File: src/hdl/lrelu_pkg.sv
package lrelu_pkg;

  // array geometry
  localparam int GROUPS      = 2;
  localparam int UNITS       = 4;
  localparam int LANES       = GROUPS * UNITS;
  localparam int GROUP_WIDTH = $clog2(GROUPS);
  localparam int STAGES      = 3;

  // word widths
  localparam int IN_WIDTH   = 24;
  localparam int OUT_WIDTH  = 8;
  localparam int COEF_WIDTH = 16;
  localparam int ACC_WIDTH  = 40;

  // fixed point formats, A is Q8.8 and the leak slope is 13/128
  localparam int A_FRAC     = 8;
  localparam int ALPHA      = 13;
  localparam int ALPHA_FRAC = 7;

  // output saturation bounds
  localparam int OUT_MAX = 2 ** (OUT_WIDTH - 1) - 1;
  localparam int OUT_MIN = -(2 ** (OUT_WIDTH - 1));

  // coefficient table
  localparam int MEMBERS     = 8;
  localparam int INDEX_WIDTH = 3;
  localparam int KW2_WIDTH   = 2;

  typedef enum logic [1:0] {
    CFG_A = 2'd0,
    CFG_B = 2'd1,
    CFG_D = 2'd2
  } cfg_kind_t;

  typedef struct packed {
    cfg_kind_t                      kind;
    logic [GROUP_WIDTH-1:0]         group;
    logic [INDEX_WIDTH-1:0]         addr;
    logic signed [COEF_WIDTH-1:0]   value;
  } cfg_word_t;

  typedef struct packed {
    logic                   is_lrelu;
    logic [KW2_WIDTH-1:0]   kw2;
  } user_t;

  typedef struct packed {
    logic [LANES-1:0][IN_WIDTH-1:0] data;
    user_t                          user;
    logic                           last;
  } in_beat_t;

  typedef struct packed {
    logic signed [COEF_WIDTH-1:0] a;
    logic signed [COEF_WIDTH-1:0] b;
  } coef_t;

  typedef coef_t [GROUPS-1:0] group_coef_t;

  typedef logic [GROUPS-1:0][COEF_WIDTH-1:0] offset_row_t;

  // stage 0 payload
  typedef struct packed {
    in_beat_t     beat;
    group_coef_t  coef;
    offset_row_t  offset;
  } lookup_beat_t;

  typedef struct packed {
    logic [LANES-1:0][ACC_WIDTH-1:0] value;
    logic                            is_lrelu;
    logic                            last;
    offset_row_t                     offset;
  } affine_beat_t;

  typedef struct packed {
    logic [LANES-1:0][OUT_WIDTH-1:0] data;
    logic                            last;
  } out_beat_t;

endpackage

File: src/hdl/lrelu_config_store.sv
`timescale 1ns/1ps

module lrelu_config_store (
  input  logic                          clk,
  input  logic                          rst_n,

  // config write port
  input  logic                          cfg_valid,
  output logic                          cfg_ready,
  input  lrelu_pkg::cfg_word_t          cfg,

  // held-valid bits of the three stages
  input  logic [lrelu_pkg::STAGES-1:0]  in_flight,

  // input handshake and the fields that steer the index
  input  logic                          advance,
  input  logic [lrelu_pkg::KW2_WIDTH-1:0] kw2,
  input  logic                          last,

  output lrelu_pkg::group_coef_t        coef,
  output lrelu_pkg::offset_row_t        offset
);

  import lrelu_pkg::*;

  logic signed [COEF_WIDTH-1:0] a_mem [GROUPS][MEMBERS];
  logic signed [COEF_WIDTH-1:0] b_mem [GROUPS][MEMBERS];
  offset_row_t                  d_reg;

  logic [INDEX_WIDTH-1:0] index;
  logic [INDEX_WIDTH-1:0] limit_lut [2 ** KW2_WIDTH];
  logic                   cfg_write;

  // no writes while any beat is inside the pipeline
  assign cfg_ready = ~|in_flight;
  assign cfg_write = cfg_valid && cfg_ready;

  // wrap limit MEMBERS/kw - 1 for kw = 2*kw2 + 1
  for (genvar k = 0; k < 2 ** KW2_WIDTH; k++) begin : g_limit
    assign limit_lut[k] = INDEX_WIDTH'(MEMBERS / (2 * k + 1) - 1);
  end

  always_ff @(posedge clk or negedge rst_n) begin
    if (!rst_n) begin
      for (int g = 0; g < GROUPS; g++) begin
        for (int m = 0; m < MEMBERS; m++) begin
          a_mem[g][m] <= '0;
          b_mem[g][m] <= '0;
        end
      end
      d_reg <= '0;
    end else if (cfg_write) begin
      case (cfg.kind)
        CFG_A: a_mem[cfg.group][cfg.addr] <= cfg.value;
        CFG_B: b_mem[cfg.group][cfg.addr] <= cfg.value;
        // one offset per group, addr unused
        CFG_D: d_reg[cfg.group] <= cfg.value;
        default: begin
        end
      endcase
    end
  end

  // cyclic read pointer, steps on every accepted beat
  always_ff @(posedge clk or negedge rst_n) begin
    if (!rst_n) begin
      index <= '0;
    end else if (advance) begin
      if (last || index == limit_lut[kw2]) begin
        index <= '0;
      end else begin
        index <= index + 1'b1;
      end
    end
  end

  // lookup at the index held before the beat is accepted
  always_comb begin
    for (int g = 0; g < GROUPS; g++) begin
      coef[g].a = a_mem[g][index];
      coef[g].b = b_mem[g][index];
    end
  end

  assign offset = d_reg;

endmodule

File: config.mk
export PLATFORM = sky130hd
export DESIGN_NAME = lrelu_config_store
export DESIGN_NICKNAME = d
export VERILOG_FILES = /design/src/hdl/lrelu_pkg.sv /design/src/hdl/lrelu_config_store.sv
export SDC_FILE = /design/constraint.sdc
export NUM_CORES = 1
export LEC_CHECK = 0
export BUFFER_PORTS_ARGS = -buffer_cell sky130_fd_sc_hd__buf_2
export CAP_MARGIN = 20
export CORE_ASPECT_RATIO = 0.7
export CORE_MARGIN = 8
export CORE_UTILIZATION = 53
export DETAILED_ROUTE_END_ITERATION = 16
export GPL_TIMING_DRIVEN = 0
export PLACE_DENSITY = 0.79
export SYNTH_ARGS = -nofsm -noshare
export SYNTH_HDL_FRONTEND = slang
export SYNTH_SLANG_ARGS = --single-unit
File: constraint.sdc
create_clock -name clk -period 2.5 [get_ports clk]
set_clock_uncertainty 0.05 [all_clocks]
set_input_delay 0.375 -clock clk [delete_from_list [all_inputs] [get_ports clk]]
set_output_delay 0.375 -clock clk [all_outputs]
set_load 0.005 [all_outputs]
==> flow_metrics.env <==
export IMPL_layout_core_utilization_pct=63.4
export IMPL_io_pins=129
export IMPL_setup_viol_count_final=64
export IMPL_critPathArrivalTime_ps=2460
export IMPL_slew_headroom_pct=43.7
export IMPL_yosysWarnings=0
export IMPL_hold_path_class="in2reg"
export IMPL_groute_usage_overall_pct=23.5
export IMPL_grt_setup_unrepaired="true"
export IMPL_drt_first_iter_violations=1006
export IMPL_per_cell_via_count_in_the_routed_design=6.11
export IMPL_power_density_nw_per_um2=666
export IMPL_cell_area_after_technology_mapping_um2=24800
export IMPL_worst_hold_slack_ps=105
export IMPL_achievable_frequency_mhz=346
export IMPL_synthArstFlopShare_pct=100
export IMPL_cts_tree="done"
export IMPL_ir_worst_vdd_v=0.000543
export IMPL_route_final_wire_length_um=63400
export IMPL_crit_fanout=5
export IMPL_post_synth_num_cell_types=35
export IMPL_layout_setup_ws_ps=-388
export IMPL_sum_neg_setup_slack_ps=-21830
export IMPL_synth_largest_area_cell="sky130_fd_sc_hd__dfrtp_1"
export IMPL_detail_route_wl_per_cell_um=27.0
export IMPL_worstSetupPathType="reg2out"
export IMPL_std_cell_rows=66
export IMPL_finalCritPeriodShare_pct=116
export IMPL_floorplan_initialDensity_pct=53.6
export IMPL_antenna_found_initial=1
export IMPL_finalNetCount=1721
export IMPL_h_tree_depth=2
export IMPL_die_height_um=197
export IMPL_final_layout_size_suffix_gt1_share_pct=63.0
export IMPL_dr_total_vias=14300
export IMPL_ys_seq_elements=547
export IMPL_clock_tree_buffer_depth=3
export IMPL_worst_setup_hold_path_clk_slew_ps=70
export IMPL_post_synth_inst_count=1485
export IMPL_synth_top_cells_by_count="608 x sky130_fd_sc_hd__mux2_2, 547 x sky130_fd_sc_hd__dfrtp_1, 128 x sky130_fd_sc_hd__mux4_2"
export IMPL_leakage_nw=14.4
export IMPL_cts_buffers=52
export IMPL_critPathRequiredTime_ps=2080
export IMPL_residual_antenna_violating_net_count_after_detailed_routing=0
export IMPL_flow_area_growth_from_synthesis_pct=18.3
export IMPL_report_final_hold_viol_count=0
export IMPL_design_die_area_um2=54200
export IMPL_regToRegSetupSlack_ps=620
export IMPL_synth_edff_count=0
export IMPL_die_x_um=275
export IMPL_drtPass1Iterations=5
export IMPL_outcome="finished, violations left"
export IMPL_gp_congestion=0.815
export IMPL_syn_mean_instance_area_um2=16.7
export IMPL_worst_setup_path_start_kind="flop"
export IMPL_violations="negative setup slack"
export IMPL_yosys_cell_count_top_type="sky130_fd_sc_hd__mux2_2"
export IMPL_synth_flop_cell="sky130_fd_sc_hd__dfrtp_1"
export IMPL_final_min_clock_period_ps=2890
export IMPL_port_buffers=126
export IMPL_via_count_of_the_first_global_routing_pass=15500
export IMPL_detailedPlacementHpwl_um=42700
export IMPL_remaining_global_route_overflow=0
export IMPL_ys_top_cells_by_area="sky130_fd_sc_hd__dfrtp_1 55%, sky130_fd_sc_hd__mux2_2 28%, sky130_fd_sc_hd__mux4_2 12%"
export IMPL_mappedNetlistNets=1518
export IMPL_synth_top_area_share_pct=55.1
export IMPL_final_max_slew_viol_count=0
export IMPL_clock_sinks=547
export IMPL_endpoint_kind_of_the_worst_setup_timing_path="output pin"
export IMPL_detail_route_drc_violations=0
export IMPL_cts_root_buf="sky130_fd_sc_hd__clkbuf_16"
export IMPL_maximum_number_of_pins_on_one_net_before_global_route_repair=127
export IMPL_cap_violations=0
export IMPL_grt_pass1_wl_um=97700
export IMPL_worst_slew_pin_transition_ps=840
export IMPL_fp_coreArea_um2=46300
export IMPL_synth_yosys_seq_area_share_pct=55.1
export IMPL_clock_insertion_delay_worst_skew_ps=590
## state kept, by name, summed over array words and instances, names as in the netlist
| signal | cells |
|---|---|
| offset | 32 |
| index | 3 |
| a_mem | 256 |
| b_mem | 256 |
## placed cells by master (no fill, tap or decap), types with 2 or more instances in the layout
cell,netlist,layout
sky130_fd_sc_hd__mux2_2,608,548
sky130_fd_sc_hd__clkinv_4,0,2
sky130_fd_sc_hd__bufinv_16,0,4
sky130_fd_sc_hd__clkbuf_2,0,8
sky130_fd_sc_hd__nor2b_1,5,5
sky130_fd_sc_hd__nor2_1,2,2
sky130_fd_sc_hd__clkbuf_16,0,57
sky130_fd_sc_hd__o31ai_1,2,2
sky130_fd_sc_hd__mux4_2,128,128
sky130_fd_sc_hd__clkinv_2,0,15
sky130_fd_sc_hd__nor4b_1,3,3
sky130_fd_sc_hd__buf_6,13,79
sky130_fd_sc_hd__nor4bb_1,3,3
sky130_fd_sc_hd__inv_6,0,3
sky130_fd_sc_hd__nand2_1,3,3
sky130_fd_sc_hd__clkbuf_4,0,6
sky130_fd_sc_hd__dfrtp_1,547,545
sky130_fd_sc_hd__nand3_4,13,13
sky130_fd_sc_hd__diode_2,0,2
sky130_fd_sc_hd__clkbuf_8,0,15
sky130_fd_sc_hd__mux2_4,0,60
sky130_fd_sc_hd__and3_1,4,4
sky130_fd_sc_hd__dfrtp_2,0,2
sky130_fd_sc_hd__nand4_2,6,6
sky130_fd_sc_hd__buf_16,0,12
sky130_fd_sc_hd__buf_8,0,3
sky130_fd_sc_hd__nand3_2,7,7
sky130_fd_sc_hd__nor4_4,2,2
sky130_fd_sc_hd__inv_1,2,2
sky130_fd_sc_hd__clkbuf_1,76,61
sky130_fd_sc_hd__buf_2,33,86
sky130_fd_sc_hd__buf_4,11,19
sky130_fd_sc_hd__buf_12,1,11
## worst max-delay path, stage by stage, from the launching register on
cell,delay (ps)
sky130_fd_sc_hd__dfrtp_2,440
sky130_fd_sc_hd__buf_12,150
sky130_fd_sc_hd__buf_16,160
sky130_fd_sc_hd__buf_16,160
sky130_fd_sc_hd__mux4_2,520
sky130_fd_sc_hd__mux2_4,300
sky130_fd_sc_hd__buf_6,120
## worst paths after layout
kind	cells after the start	startpoint	to
worst min register to register	1	b_mem[210]	b_mem[210]
worst max register to register	4	index[1]	index[1]
worst min-delay path	2	cfg[13]	b_mem[29]
min in group asynchronous	2	rst_n	a_mem[194]
worst max-delay path	6	index[0]	coef[0]
max in group asynchronous	4	rst_n	b_mem[189]
## where the power goes
part	switching, W	internal (W)
registers	0.000159	0.00915
clock network	0.00347	0.00464
logic	0.00110	0.00104
## per-layer routing
| metal | share of wire, % | track usage (%) | routed length [um] | vias up |
|---|---|---|---|---|
| li1 | - | - | - | 5964 |
| met1 | 45 | 34.1 | 28800 | 7903 |
| met2 | 47 | 36.6 | 29900 | 369 |
| met3 | 5.5 | 4.26 | 3460 | 89 |
| met4 | 1.9 | 5.77 | 1180 | 2 |
| met5 | 0.16 | 1.36 | 101 | - |
## cell type report
cell class                 instances  area (um^2)
tap                              612          766
antenna                            2         5.00
clock inverter                    24          239
buffer                           134          968
multi-input combinational        800        10700
inverter                           2         7.51
timing repair buffer             151         1540
sequential                       547        13700
clock buffer                      73         1510
fill                            3223        16900
## timing repair
| item | in CTS | in global routing |
|---|---|---|
| setup buffers | 7 | 1 |
| hold endpoints to repair | 79 | 0 |
| cloned | 7 | 3 |
| resized for setup | 182 | 49 |
| hold buffers | 1 | 0 |
| endpoints found under the setup margin | 64 | 64 |
## logic make-up after synthesis
logic type / count (synthesis) / share of synthesized area (%)
buffers and inverters: 138 / 2.88
flip-flops: 547 / 55.1
AND/OR/NAND/NOR: 58 / 2.63
multiplexers: 736 / 39.2
adder cells (fa/ha/maj): 1 / 0.0504
AO/OA/AOI/OAI: 5 / 0.166
## stage by stage
stage | cells | power (W) | setup WS, ps | instance area, um^2
after global placement | 2223 | 0.0111 | -9770 | 26200
after CTS | 2340 | 0.0196 | -431 | 29100
after floorplan | 1485 | 0.0104 | 194 | 24800
final | 2345 | 0.0196 | -388 | 29400
after detailed placement | 2230 | 0.0112 | -783 | 26400
after global routing | 2343 | 0.0202 | -437 | 29400
Power figures use the tool's default switching activity.
